File: src/design/awp_pkg.sv
`default_nettype none

package awp_pkg;

    //////////////////////////////////////////////////////////////////////
    // Datapath widths
    //////////////////////////////////////////////////////////////////////

    // Quads in the cascade
    localparam int NUM_QUADS   = 4;

    // One pixel or one weight
    localparam int PIXEL_WIDTH = 8;

    // Payload carries one lane per quad
    localparam int PYLD_WIDTH  = NUM_QUADS * PIXEL_WIDTH;

    // Metadata sits above the payload
    localparam int META_WIDTH  = 8;
    localparam int TYPE_WIDTH  = 2;
    localparam int TRANS_WIDTH = META_WIDTH + PYLD_WIDTH;

    // Four 8x8 products need 16 + 2 bits
    localparam int SUM_WIDTH   = 18;

    //////////////////////////////////////////////////////////////////////
    // Transaction encoding
    //////////////////////////////////////////////////////////////////////

    // Low two metadata bits, upper bits ignored on ingress
    typedef enum logic [TYPE_WIDTH-1:0] {
        TRANS_NONE   = 2'd0,
        TRANS_CFG    = 2'd1,
        TRANS_PIXEL  = 2'd2,
        // Egress only
        TRANS_RESULT = 2'd3
    } trans_type_e;

    // Lane i of either view belongs to quad i
    typedef logic [NUM_QUADS-1:0][PIXEL_WIDTH-1:0] awp_lanes_t;

    // Same payload word, decoded by transaction type
    typedef union packed {
        // Config word, one weight per quad
        awp_lanes_t weights;
        // Pixel word, one pixel per quad
        awp_lanes_t pixels;
    } awp_payload_u;

endpackage

`default_nettype wire
File: src/design/cnn_layer_accel_awp.sv
`default_nettype none

module cnn_layer_accel_awp import awp_pkg::*; #(
    parameter int INGRESS_DEPTH = 8,
    parameter int RESULT_DEPTH  = 8
) (
    input  wire logic                   clk_FAS,
    input  wire logic                   rst,
    input  wire logic                   trans_in_fifo_din_vld,
    output logic                        trans_in_fifo_din_rdy,
    input  wire logic [TRANS_WIDTH-1:0] trans_in_fifo_din,
    output logic                        trans_eg_fifo_dout_vld,
    input  wire logic                   trans_eg_fifo_dout_rdy,
    output logic      [TRANS_WIDTH-1:0] trans_eg_fifo_dout
);

    localparam int RES_CNT_W = $clog2(RESULT_DEPTH + 1);

    // Ingress side
    logic                   in_wren;
    logic                   in_full;
    logic                   in_empty;
    logic                   in_rden;
    logic [TRANS_WIDTH-1:0] in_dout;

    // Dispatcher outputs
    logic         cfg_wr;
    awp_payload_u cfg_weights;
    logic         pix_issue;
    awp_payload_u pix_lanes;

    logic [PIXEL_WIDTH-1:0] weights [NUM_QUADS];

    // Entry 0 feeds quad 0, entry NUM_QUADS leaves the last quad
    logic                 casc_valid [NUM_QUADS+1];
    logic [SUM_WIDTH-1:0] casc_sum   [NUM_QUADS+1];

    // Result side
    logic                 result_wr;
    logic                 result_rden;
    logic                 result_empty;
    logic [SUM_WIDTH-1:0] result_dout;
    logic [RES_CNT_W-1:0] result_count;

    //////////////////////////////////////////////////////////////////////
    // Ingress FIFO
    //////////////////////////////////////////////////////////////////////
    assign trans_in_fifo_din_rdy = !in_full;
    assign in_wren = trans_in_fifo_din_vld && trans_in_fifo_din_rdy;

    awp_sync_fifo #(.WIDTH(TRANS_WIDTH), .DEPTH(INGRESS_DEPTH)) u_in_fifo (
        .clk_FAS (clk_FAS),
        .rst     (rst),
        .wren    (in_wren),
        .din     (trans_in_fifo_din),
        .rden    (in_rden),
        .dout    (in_dout),
        .empty   (in_empty),
        .full    (in_full),
        .count   ()
    );

    awp_dispatch #(.RESULT_DEPTH(RESULT_DEPTH)) u_dispatch (
        .clk_FAS      (clk_FAS),
        .rst          (rst),
        .in_empty     (in_empty),
        .in_dout      (in_dout),
        .in_rden      (in_rden),
        .result_count (result_count),
        .result_wr    (result_wr),
        .cfg_wr       (cfg_wr),
        .cfg_weights  (cfg_weights),
        .pix_issue    (pix_issue),
        .pix_lanes    (pix_lanes)
    );

    awp_cfg_regs u_cfg_regs (
        .clk_FAS     (clk_FAS),
        .rst         (rst),
        .cfg_wr      (cfg_wr),
        .cfg_weights (cfg_weights),
        .weights     (weights)
    );

    //////////////////////////////////////////////////////////////////////
    // Quad cascade
    //////////////////////////////////////////////////////////////////////

    // Chain head starts from zero on each issued pixel word
    assign casc_valid[0] = pix_issue;
    assign casc_sum[0]   = '0;

    for (genvar q = 0; q < NUM_QUADS; q++) begin : g_quad
        awp_quad #(.QUAD_INDEX(q)) u_quad (
            .clk_FAS           (clk_FAS),
            .rst               (rst),
            .pixel             (pix_lanes.pixels[q]),
            .weight            (weights[q]),
            .cascade_in_valid  (casc_valid[q]),
            .cascade_in_sum    (casc_sum[q]),
            .cascade_out_valid (casc_valid[q+1]),
            .cascade_out_sum   (casc_sum[q+1])
        );
    end

    //////////////////////////////////////////////////////////////////////
    // Result FIFO and egress word
    //////////////////////////////////////////////////////////////////////
    assign result_wr   = casc_valid[NUM_QUADS];
    assign result_rden = trans_eg_fifo_dout_vld && trans_eg_fifo_dout_rdy;

    // Credit check keeps this from ever filling past DEPTH
    awp_sync_fifo #(.WIDTH(SUM_WIDTH), .DEPTH(RESULT_DEPTH)) u_result_fifo (
        .clk_FAS (clk_FAS),
        .rst     (rst),
        .wren    (result_wr),
        .din     (casc_sum[NUM_QUADS]),
        .rden    (result_rden),
        .dout    (result_dout),
        .empty   (result_empty),
        .full    (),
        .count   (result_count)
    );

    assign trans_eg_fifo_dout_vld = !result_empty;
    // Result type in metadata, sum zero-extended in payload
    assign trans_eg_fifo_dout = {{(META_WIDTH-TYPE_WIDTH){1'b0}}, TRANS_RESULT,
                                 {(PYLD_WIDTH-SUM_WIDTH){1'b0}}, result_dout};

endmodule

`default_nettype wire

File: src/design/awp_quad.sv
`default_nettype none

module awp_quad import awp_pkg::*; #(
    parameter int QUAD_INDEX = 0
) (
    input  wire logic                   clk_FAS,
    input  wire logic                   rst,
    input  wire logic [PIXEL_WIDTH-1:0] pixel,
    input  wire logic [PIXEL_WIDTH-1:0] weight,
    input  wire logic                   cascade_in_valid,
    input  wire logic [SUM_WIDTH-1:0]   cascade_in_sum,
    output logic                        cascade_out_valid,
    output logic      [SUM_WIDTH-1:0]   cascade_out_sum
);

    logic [PIXEL_WIDTH-1:0]   pixel_skewed;
    logic [2*PIXEL_WIDTH-1:0] product;

    //////////////////////////////////////////////////////////////////////
    // Pixel skew
    //////////////////////////////////////////////////////////////////////

    // Partial sum reaches quad i i cycles after quad 0
    if (QUAD_INDEX == 0) begin : g_no_skew
        assign pixel_skewed = pixel;
    end else begin : g_skew
        logic [PIXEL_WIDTH-1:0] skew_q [QUAD_INDEX];

        always_ff @(posedge clk_FAS) begin
            skew_q[0] <= pixel;
            for (int s = 1; s < QUAD_INDEX; s++) begin
                skew_q[s] <= skew_q[s-1];
            end
        end

        assign pixel_skewed = skew_q[QUAD_INDEX-1];
    end

    //////////////////////////////////////////////////////////////////////
    // Multiply-add stage
    //////////////////////////////////////////////////////////////////////
    assign product = pixel_skewed * weight;

    always_ff @(posedge clk_FAS) begin
        if (rst) begin
            cascade_out_valid <= 1'b0;
        end else begin
            cascade_out_valid <= cascade_in_valid;
        end
    end

    // Sum holds between transactions
    always_ff @(posedge clk_FAS) begin
        if (cascade_in_valid) begin
            cascade_out_sum <= cascade_in_sum + SUM_WIDTH'(product);
        end
    end

endmodule

`default_nettype wire

File: src/design/awp_cfg_regs.sv
`default_nettype none

module awp_cfg_regs import awp_pkg::*; (
    input  wire logic                   clk_FAS,
    input  wire logic                   rst,
    input  wire logic                   cfg_wr,
    input  wire awp_payload_u           cfg_weights,
    output logic      [PIXEL_WIDTH-1:0] weights [NUM_QUADS]
);

    //////////////////////////////////////////////////////////////////////
    // Quad weight registers
    //////////////////////////////////////////////////////////////////////

    // Zero weights until the first config arrives
    always_ff @(posedge clk_FAS) begin
        if (rst) begin
            for (int q = 0; q < NUM_QUADS; q++) begin
                weights[q] <= '0;
            end
        end else if (cfg_wr) begin
            // Whole set loads at once
            for (int q = 0; q < NUM_QUADS; q++) begin
                weights[q] <= cfg_weights.weights[q];
            end
        end
    end

endmodule

`default_nettype wire

File: src/design/awp_dispatch.sv
`default_nettype none

module awp_dispatch import awp_pkg::*; #(
    parameter int RESULT_DEPTH = 8
) (
    input  wire logic                              clk_FAS,
    input  wire logic                              rst,
    input  wire logic                              in_empty,
    input  wire logic [TRANS_WIDTH-1:0]            in_dout,
    output logic                                   in_rden,
    input  wire logic [$clog2(RESULT_DEPTH+1)-1:0] result_count,
    input  wire logic                              result_wr,
    output logic                                   cfg_wr,
    output awp_payload_u                           cfg_weights,
    output logic                                   pix_issue,
    output awp_payload_u                           pix_lanes
);

    localparam int CNT_W = $clog2(RESULT_DEPTH + 1);

    logic [META_WIDTH-1:0] head_meta;
    trans_type_e           head_type;
    awp_payload_u          head_pyld;
    logic [CNT_W-1:0]      in_flight;
    logic [CNT_W:0]        credit_used;
    logic                  cfg_ok;
    logic                  pix_ok;
    logic                  pop_cfg;
    logic                  pop_pix;

    //////////////////////////////////////////////////////////////////////
    // Head decode
    //////////////////////////////////////////////////////////////////////
    assign head_meta = in_dout[TRANS_WIDTH-1 -: META_WIDTH];
    assign head_type = trans_type_e'(head_meta[TYPE_WIDTH-1:0]);
    assign head_pyld = awp_payload_u'(in_dout[PYLD_WIDTH-1:0]);

    // Results stored plus results still in the chain
    assign credit_used = {1'b0, result_count} + {1'b0, in_flight};

    // Config waits for an empty chain
    assign cfg_ok = (in_flight == '0);
    // Pixel needs a guaranteed slot in the result FIFO
    assign pix_ok = (credit_used < (CNT_W + 1)'(RESULT_DEPTH));

    assign pop_cfg = !in_empty && (head_type == TRANS_CFG) && cfg_ok;
    assign pop_pix = !in_empty && (head_type == TRANS_PIXEL) && pix_ok;

    // NONE and RESULT heads are popped and dropped
    always_comb begin
        in_rden = 1'b0;
        if (!in_empty) begin
            case (head_type)
                TRANS_CFG:   in_rden = cfg_ok;
                TRANS_PIXEL: in_rden = pix_ok;
                default:     in_rden = 1'b1;
            endcase
        end
    end

    //////////////////////////////////////////////////////////////////////
    // Issue strobes and chain occupancy
    //////////////////////////////////////////////////////////////////////
    always_ff @(posedge clk_FAS) begin
        if (rst) begin
            cfg_wr    <= 1'b0;
            pix_issue <= 1'b0;
            in_flight <= '0;
        end else begin
            cfg_wr    <= pop_cfg;
            pix_issue <= pop_pix;
            // Counted from the pop edge so a trailing config sees it
            if (pop_pix && !result_wr) begin
                in_flight <= in_flight + 1'b1;
            end else if (result_wr && !pop_pix) begin
                in_flight <= in_flight - 1'b1;
            end
        end
    end

    // Payload registers
    always_ff @(posedge clk_FAS) begin
        if (pop_cfg) begin
            cfg_weights.weights <= head_pyld.weights;
        end
        if (pop_pix) begin
            pix_lanes.pixels <= head_pyld.pixels;
        end
    end

endmodule

`default_nettype wire

File: src/design/awp_sync_fifo.sv
`default_nettype none

module awp_sync_fifo #(
    parameter int WIDTH = 32,
    parameter int DEPTH = 8
) (
    input  wire logic                       clk_FAS,
    input  wire logic                       rst,
    input  wire logic                       wren,
    input  wire logic [WIDTH-1:0]           din,
    input  wire logic                       rden,
    output logic      [WIDTH-1:0]           dout,
    output logic                            empty,
    output logic                            full,
    output logic      [$clog2(DEPTH+1)-1:0] count
);

    localparam int CNT_W = $clog2(DEPTH + 1);
    // Keep at least one pointer bit for a single-entry FIFO
    localparam int PTR_W = (DEPTH > 1) ? $clog2(DEPTH) : 1;

    logic [WIDTH-1:0] mem [DEPTH];
    logic [PTR_W-1:0] wr_ptr;
    logic [PTR_W-1:0] rd_ptr;
    logic             do_wr;
    logic             do_rd;

    // Overflow and underflow requests are dropped
    assign do_wr = wren && !full;
    assign do_rd = rden && !empty;

    assign empty = (count == '0);
    assign full  = (count == CNT_W'(DEPTH));

    // Fall-through head
    assign dout = mem[rd_ptr];

    //////////////////////////////////////////////////////////////////////
    // Pointers and occupancy
    //////////////////////////////////////////////////////////////////////
    always_ff @(posedge clk_FAS) begin
        if (rst) begin
            wr_ptr <= '0;
            rd_ptr <= '0;
            count  <= '0;
        end else begin
            if (do_wr) begin
                // Wrap at DEPTH, not at a power of two
                wr_ptr <= (wr_ptr == PTR_W'(DEPTH - 1)) ? '0 : wr_ptr + 1'b1;
            end
            if (do_rd) begin
                rd_ptr <= (rd_ptr == PTR_W'(DEPTH - 1)) ? '0 : rd_ptr + 1'b1;
            end
            // Simultaneous push and pop leaves count alone
            if (do_wr && !do_rd) begin
                count <= count + 1'b1;
            end else if (do_rd && !do_wr) begin
                count <= count - 1'b1;
            end
        end
    end

    // Storage array
    always_ff @(posedge clk_FAS) begin
        if (do_wr) begin
            mem[wr_ptr] <= din;
        end
    end

endmodule

`default_nettype wire

File: config.mk
export PLATFORM = sky130hd
export DESIGN_NAME = cnn_layer_accel_awp
export DESIGN_NICKNAME = d
export VERILOG_FILES = /design/src/design/awp_pkg.sv /design/src/design/cnn_layer_accel_awp.sv /design/src/design/awp_quad.sv /design/src/design/awp_cfg_regs.sv /design/src/design/awp_dispatch.sv /design/src/design/awp_sync_fifo.sv
export SDC_FILE = /design/constraint.sdc
export NUM_CORES = 1
export LEC_CHECK = 0
export ABC_AREA = 1
export BUFFER_PORTS_ARGS = -buffer_cell sky130_fd_sc_hd__buf_2
export CAP_MARGIN = 20
export CORE_MARGIN = 1.5
export CORE_UTILIZATION = 50
export DETAILED_ROUTE_END_ITERATION = 6
export PLACE_DENSITY = 0.62
export SYNTH_ARGS = -nofsm -noshare
export SYNTH_HDL_FRONTEND = slang
export SYNTH_HIERARCHICAL = 1
export SYNTH_SLANG_ARGS = --single-unit
File: constraint.sdc
create_clock -name clk_FAS -period 5.1 [get_ports clk_FAS]
set_input_delay 1.02 -clock clk_FAS [delete_from_list [all_inputs] [get_ports clk_FAS]]
set_output_delay 1.02 -clock clk_FAS [all_outputs]
set_load 0.005 [all_outputs]
# ---- Word-level counts from Yosys, hierarchy flattened
# Memory sizes are Yosys's and may differ from the RTL's. A register that Yosys moved wholly into a read port is not among the register bits.
# Cells that the tools add are included.
# Widths: inputs -> output; s select.
dict set report word_totals {
  ramBits 512
  word_cells 107
  inputBits 44
  latchBits 0
  rom_bits 0
  regBits 196
  output_inout_bits 42
  mem_count 5
}
# memory depth width read_ports rd_clocked_by_memory_dff wr line
set mem_list {}
lappend mem_list {u_in_fifo.mem 8 40 1 1 1 awp_sync_fifo.sv:22} ;# logic [WIDTH-1:0] mem [DEPTH];
lappend mem_list {u_result_fifo.mem 8 18 1 1 1 awp_sync_fifo.sv:22}
lappend mem_list {{g_quad[3].u_quad.g_skew.skew_q} 3 8 3 0 3 awp_quad.sv:27} ;# logic [PIXEL_WIDTH-1:0] skew_q [QUAD_INDEX];
lappend mem_list {{g_quad[2].u_quad.g_skew.skew_q} 2 8 2 0 2 awp_quad.sv:27}
lappend mem_list {{g_quad[1].u_quad.g_skew.skew_q} 1 8 1 0 1 awp_quad.sv:27}
dict set report op_classes {
  n_addsub 14
  div 0
  n_bitwise 0
  reduce_logical 32
  n_lt_le_gt_ge 1
  mux 20
  shift 0
  eq_ne 8
  n_mul 4
}
# operator count
set ops {}
lappend ops {{$mul 8x8->16} 4}
lappend ops {{$add 18x16->18} 2}
lappend ops {{$mux 3} 8}
lappend ops {{$mux 4} 6}
lappend ops {{$add 16x16->17} 1}
lappend ops {{$logic_and 1x1->1} 16}
lappend ops {{$add 3x1->3 const B} 4}
lappend ops {{$add 4x1->4 const B} 3}
lappend ops {{$eq 3x3->1 const B} 4}
lappend ops {{$logic_not 4->1} 3}
lappend ops {{$sub 4x1->4 const B} 3}
lappend ops {{$logic_not 1->1} 10}
lappend ops {{$eq 4x4->1 const B} 2}
lappend ops {{$reduce_bool 2->1} 3}
lappend ops {{$add 4x4->5} 1}
lappend ops {{$lt 5x4->1 const B} 1}
lappend ops {{$mux 1} 5}
lappend ops {{$eq 2x1->1 const B} 1}
lappend ops {{$eq 2x2->1 const B} 1}
lappend ops {{$pmux 1 s2} 1}

# ---- Depth between registers and ports, before layout
dict set report logic_depth {
  word_depth 8
  depth_mapped 26
  depth_no_buf 23
}

# ---- Cells and area by module
# The synthesis kept the hierarchy.
# module area_per_inst_um2 instances seq_area_each_um2 cells_each
set modules_own_cells {}
lappend modules_own_cells {{awp_sync_fifo (u_in_fifo)} 13415.4 1 9869.5 1162}
lappend modules_own_cells {{awp_sync_fifo (u_result_fifo)} 6515.0 1 4584.4 575}
lappend modules_own_cells {{awp_quad (g_quad[3].u_quad)} 3960.0 1 1041.0 483}
lappend modules_own_cells {{awp_quad (g_quad[2].u_quad)} 3799.9 1 880.8 475}
lappend modules_own_cells {{awp_quad (g_quad[1].u_quad)} 3624.7 1 720.7 463}
lappend modules_own_cells {{awp_quad (g_quad[0].u_quad)} 3472.1 1 560.5 457}
lappend modules_own_cells {awp_dispatch 2384.8 1 2042.0 129}
lappend modules_own_cells {awp_cfg_regs 1338.8 1 640.6 203}
lappend modules_own_cells {cnn_layer_accel_awp 200.2 1 0.0 30}

# ---- Least setup slack after synthesis
# OpenSTA, ideal clock, no wires.
dict set report synth_timing {
  path_kind {reg2reg}
  startpoint {reg with a tool-made name}
  endpoint {reg u_dispatch.in_flight[3]}
  period_less_slack_ns 4.278
  n_path_buf 3
  slack_ns 0.822
  path_stages_with_launch 26
  required_ns 5.034
  t_arrival_ns 4.212
  setup_ns 0.066
  cell_sequence {dfxtp_1 -> buf_4 -> buf_6 -> buf_6 -> nor2_1 -> nor2_1 -> o21ai_1 -> nand2_1 -> nand2_1 -> nand2_1 -> inv_1 -> ha_1 -> nand2_1 -> nor3_1 -> nand2_1 -> nor2_1 -> ha_1 -> inv_1 -> ha_1 -> nand2_1 -> nand2_1 -> nor2_1 -> nand2_1 -> nand2_1 -> nand2_1 -> a21oi_2}
}
# element line
set synth_lines {}
lappend synth_lines {{end signal, assigned} awp_dispatch.sv:74} ;# in_flight <= in_flight + 1'b1;
lappend synth_lines {{end signal, assigned} awp_dispatch.sv:76} ;# in_flight <= in_flight - 1'b1;
lappend synth_lines {{end, declared} awp_dispatch.sv:24} ;# logic [CNT_W-1:0] in_flight;

==> out/metrics.cfg <==
[outcome]
status=finished, final reports clean

[final_layout]
nNetsFinal=4277
nFillCells=6377
fin_util_pct=55.1
drive_above_1_share_pct=6.50
instances_no_fill=4865
area_growth_pct=9.13

[drt]
drc=0
first_pass_iters=5
wl_per_cell_um=14.7
antenna_left=0
drt_iter0_drc=1248
via_per_inst=4.80
wl_um=71500
via_count=23300

[critical_path]
cp.arrival_ps=4580
critPathMaxStageDelay_ps=550
crit_chain=nand2_1 -> fa_1 -> inv_1 -> fa_1 -> inv_1 -> fa_1 -> inv_1 -> fa_1 -> ha_1 -> a21oi_1 -> nand2_1 -> a21oi_1 -> nand2_1 -> nand2_1 -> nand2_1
worstSetupStartpointType=flop
slowest_stage=fa_1
cp_common_cell=nand2_1
end_kind=flop
cp.required_ps=5460
critPathKind=flop to flop
crit_fanout=8

[floorplanning]
coreArea_sq_mm=0.0730
start_util_pct=50.5
fp.dieH_um=274
core.rowCount=99
dieArea_sq_mm=0.0753
die_w_um=274
io_pins=86

[timing]
worstMarginPinSlew_ps=1040
finalSetupTns_ps=0
finalCriticalPeriod_ps=4220
hold_viol=0
drv_slew=0
holdWs_ps=316
finalSetupViolCount=0
rsz0062_at_grt=false
max-slew-margin-rel_pct=30.4
fin_skew_ps=43.1
period_share_pct=82.7
fmax_mhz=237

[synthesis]
syn_area_sq_mm=0.0369
syn_inst=3826
yosysWarnings=6
syn_area_per_cell_sq_um=9.63

[clock_tree]
clk_latency_ps=620
cts.sinks=668
cts_setup_buffers=0
cts.reportedPaths.clkPinSlew_ps=60
cts_inserted_buffers=73
post_cts_resized=0
clockRootBuffer=clkbuf_16
cts_tree=built
hold_buffers=0
clk_path_buf_depth=3
htree_levels=3

[power]
p_sw_mw=8.25
ir_worst_vdd_mv=0.330
pwr-share-clk_pct=24.8
powerDensity_mw_per_mm2=536
comb_power_share_pct=38.6
p_sw_share_pct=38.3
cellLeakagePower_nw=18.8
seqPwrFrac_pct=36.6
p_int_mw=13.3

[run]
drv_cap=0

[grt]
grt_max_degree=73
grt-ovfl-total=0
antenna_found_initial=9
grtUsageTotal_pct=19.7
grt_pass1_wl_um=118000
grt_pass1_vias=23300

[placement]
placed_cells=4732
gp_congestion=0.808
port_buffers=57
hpwl_um=48200

[hold_path]
hold_path.class=flop to flop

-- routing by layer --
layer | vias up | GRT usage (%) | part of all wire (%)
met3 | 102 | 2.75 | 3.5
met1 | 11100 | 24.1 | 43
met4 | 8 | 5.64 | 2.0
met5 | - | 0 | 0.066
li1 | 11800 | - | -
met2 | 297 | 36.2 | 52
-- cell type report --
| cell class | count | area [sq um] | share of cell area [%] |
|---|---|---|---|
| repair buffers | 91 | 561 | 1.39 |
| clock buffers | 103 | 2080 | 5.18 |
| inverters | 699 | 2630 | 6.55 |
| flip-flops and latches | 668 | 18900 | 47.0 |
| multi-input cells | 2315 | 14400 | 35.9 |
| clock inverters | 29 | 390 | 0.971 |
| diodes | 1 | 2.50 | 0.00622 |
| well taps | 959 | 1200 | 2.98 |
-- final timing paths --
path	start	to	slack (ps)	cells past startpoint
hold / removal	g_quad[3].u_quad/g_skew.skew_q[0][4]	g_quad[3].u_quad/g_skew.skew_q[0][12]	320	0
setup / recovery	u_dispatch/pix_lanes[4]	g_quad[0].u_quad/cascade_out_sum[16]	880	15
hold reg to reg	g_quad[3].u_quad/g_skew.skew_q[0][4]	g_quad[3].u_quad/g_skew.skew_q[0][12]	320	0
setup reg to reg	u_dispatch/pix_lanes[4]	g_quad[0].u_quad/cascade_out_sum[16]	880	15
-- critical path, delay by kind of cell, from the launching register on --
kind,cells,cell delay [ps]
flops,1,530
compound gates,2,410
fa+ha+maj,5,2430
simple gates,5,440
buf+inv,3,150
-- sequential cells by signal, indices dropped and copies added, names as in the netlist, 3 cells and up, named ones only --
register / count
u_dispatch/in_flight: 4
u_in_fifo/wr_ptr: 3
g_quad.u_quad/cascade_out_valid: 4
u_in_fifo/mem: 272
u_in_fifo/count: 4
g_quad.u_quad/cascade_out_sum: 72
u_result_fifo/rd_ptr: 3
u_dispatch/pix_lanes: 32
u_result_fifo/count: 4
u_result_fifo/wr_ptr: 3
u_in_fifo/rd_ptr: 3
u_dispatch/cfg_weights: 32
g_quad.u_quad/g_skew.skew_q: 48
u_cfg_regs/weights: 32
u_result_fifo/mem: 144
-- power groups by stage --
stage          sequential [mW]  combinational (mW)  clock, mW
6_report                  7.90                8.32       5.34
5_1_grt                   8.01                9.80       5.69
4_1_cts                   7.91                8.46       5.48
3_5_place_dp              8.02                8.41          0
3_3_place_gp              8.00                8.25          0
2_1_floorplan             7.48                6.93          0
-- through the flow --
stage | setup slack [ps] | area (sq um) | total power, mW
2_1_floorplan | 849 | 37000 | 14.4
3_3_place_gp | 942 | 37700 | 16.2
3_5_place_dp | 889 | 37700 | 16.4
4_1_cts | 887 | 40200 | 21.9
5_1_grt | 567 | 40200 | 23.5
6_report | 884 | 40200 | 21.6
-- layout by cell type (no fill, tap or decap), drive strengths merged, types with 91 or more instances in the layout --
cell	count
o21ai	224
fa	203
inv	703
nand2	900
edfxtp	552
dfxtp	116
ha	182
nor2	595
clkbuf	103
buf	91
Power figures use the tool's default switching activity.
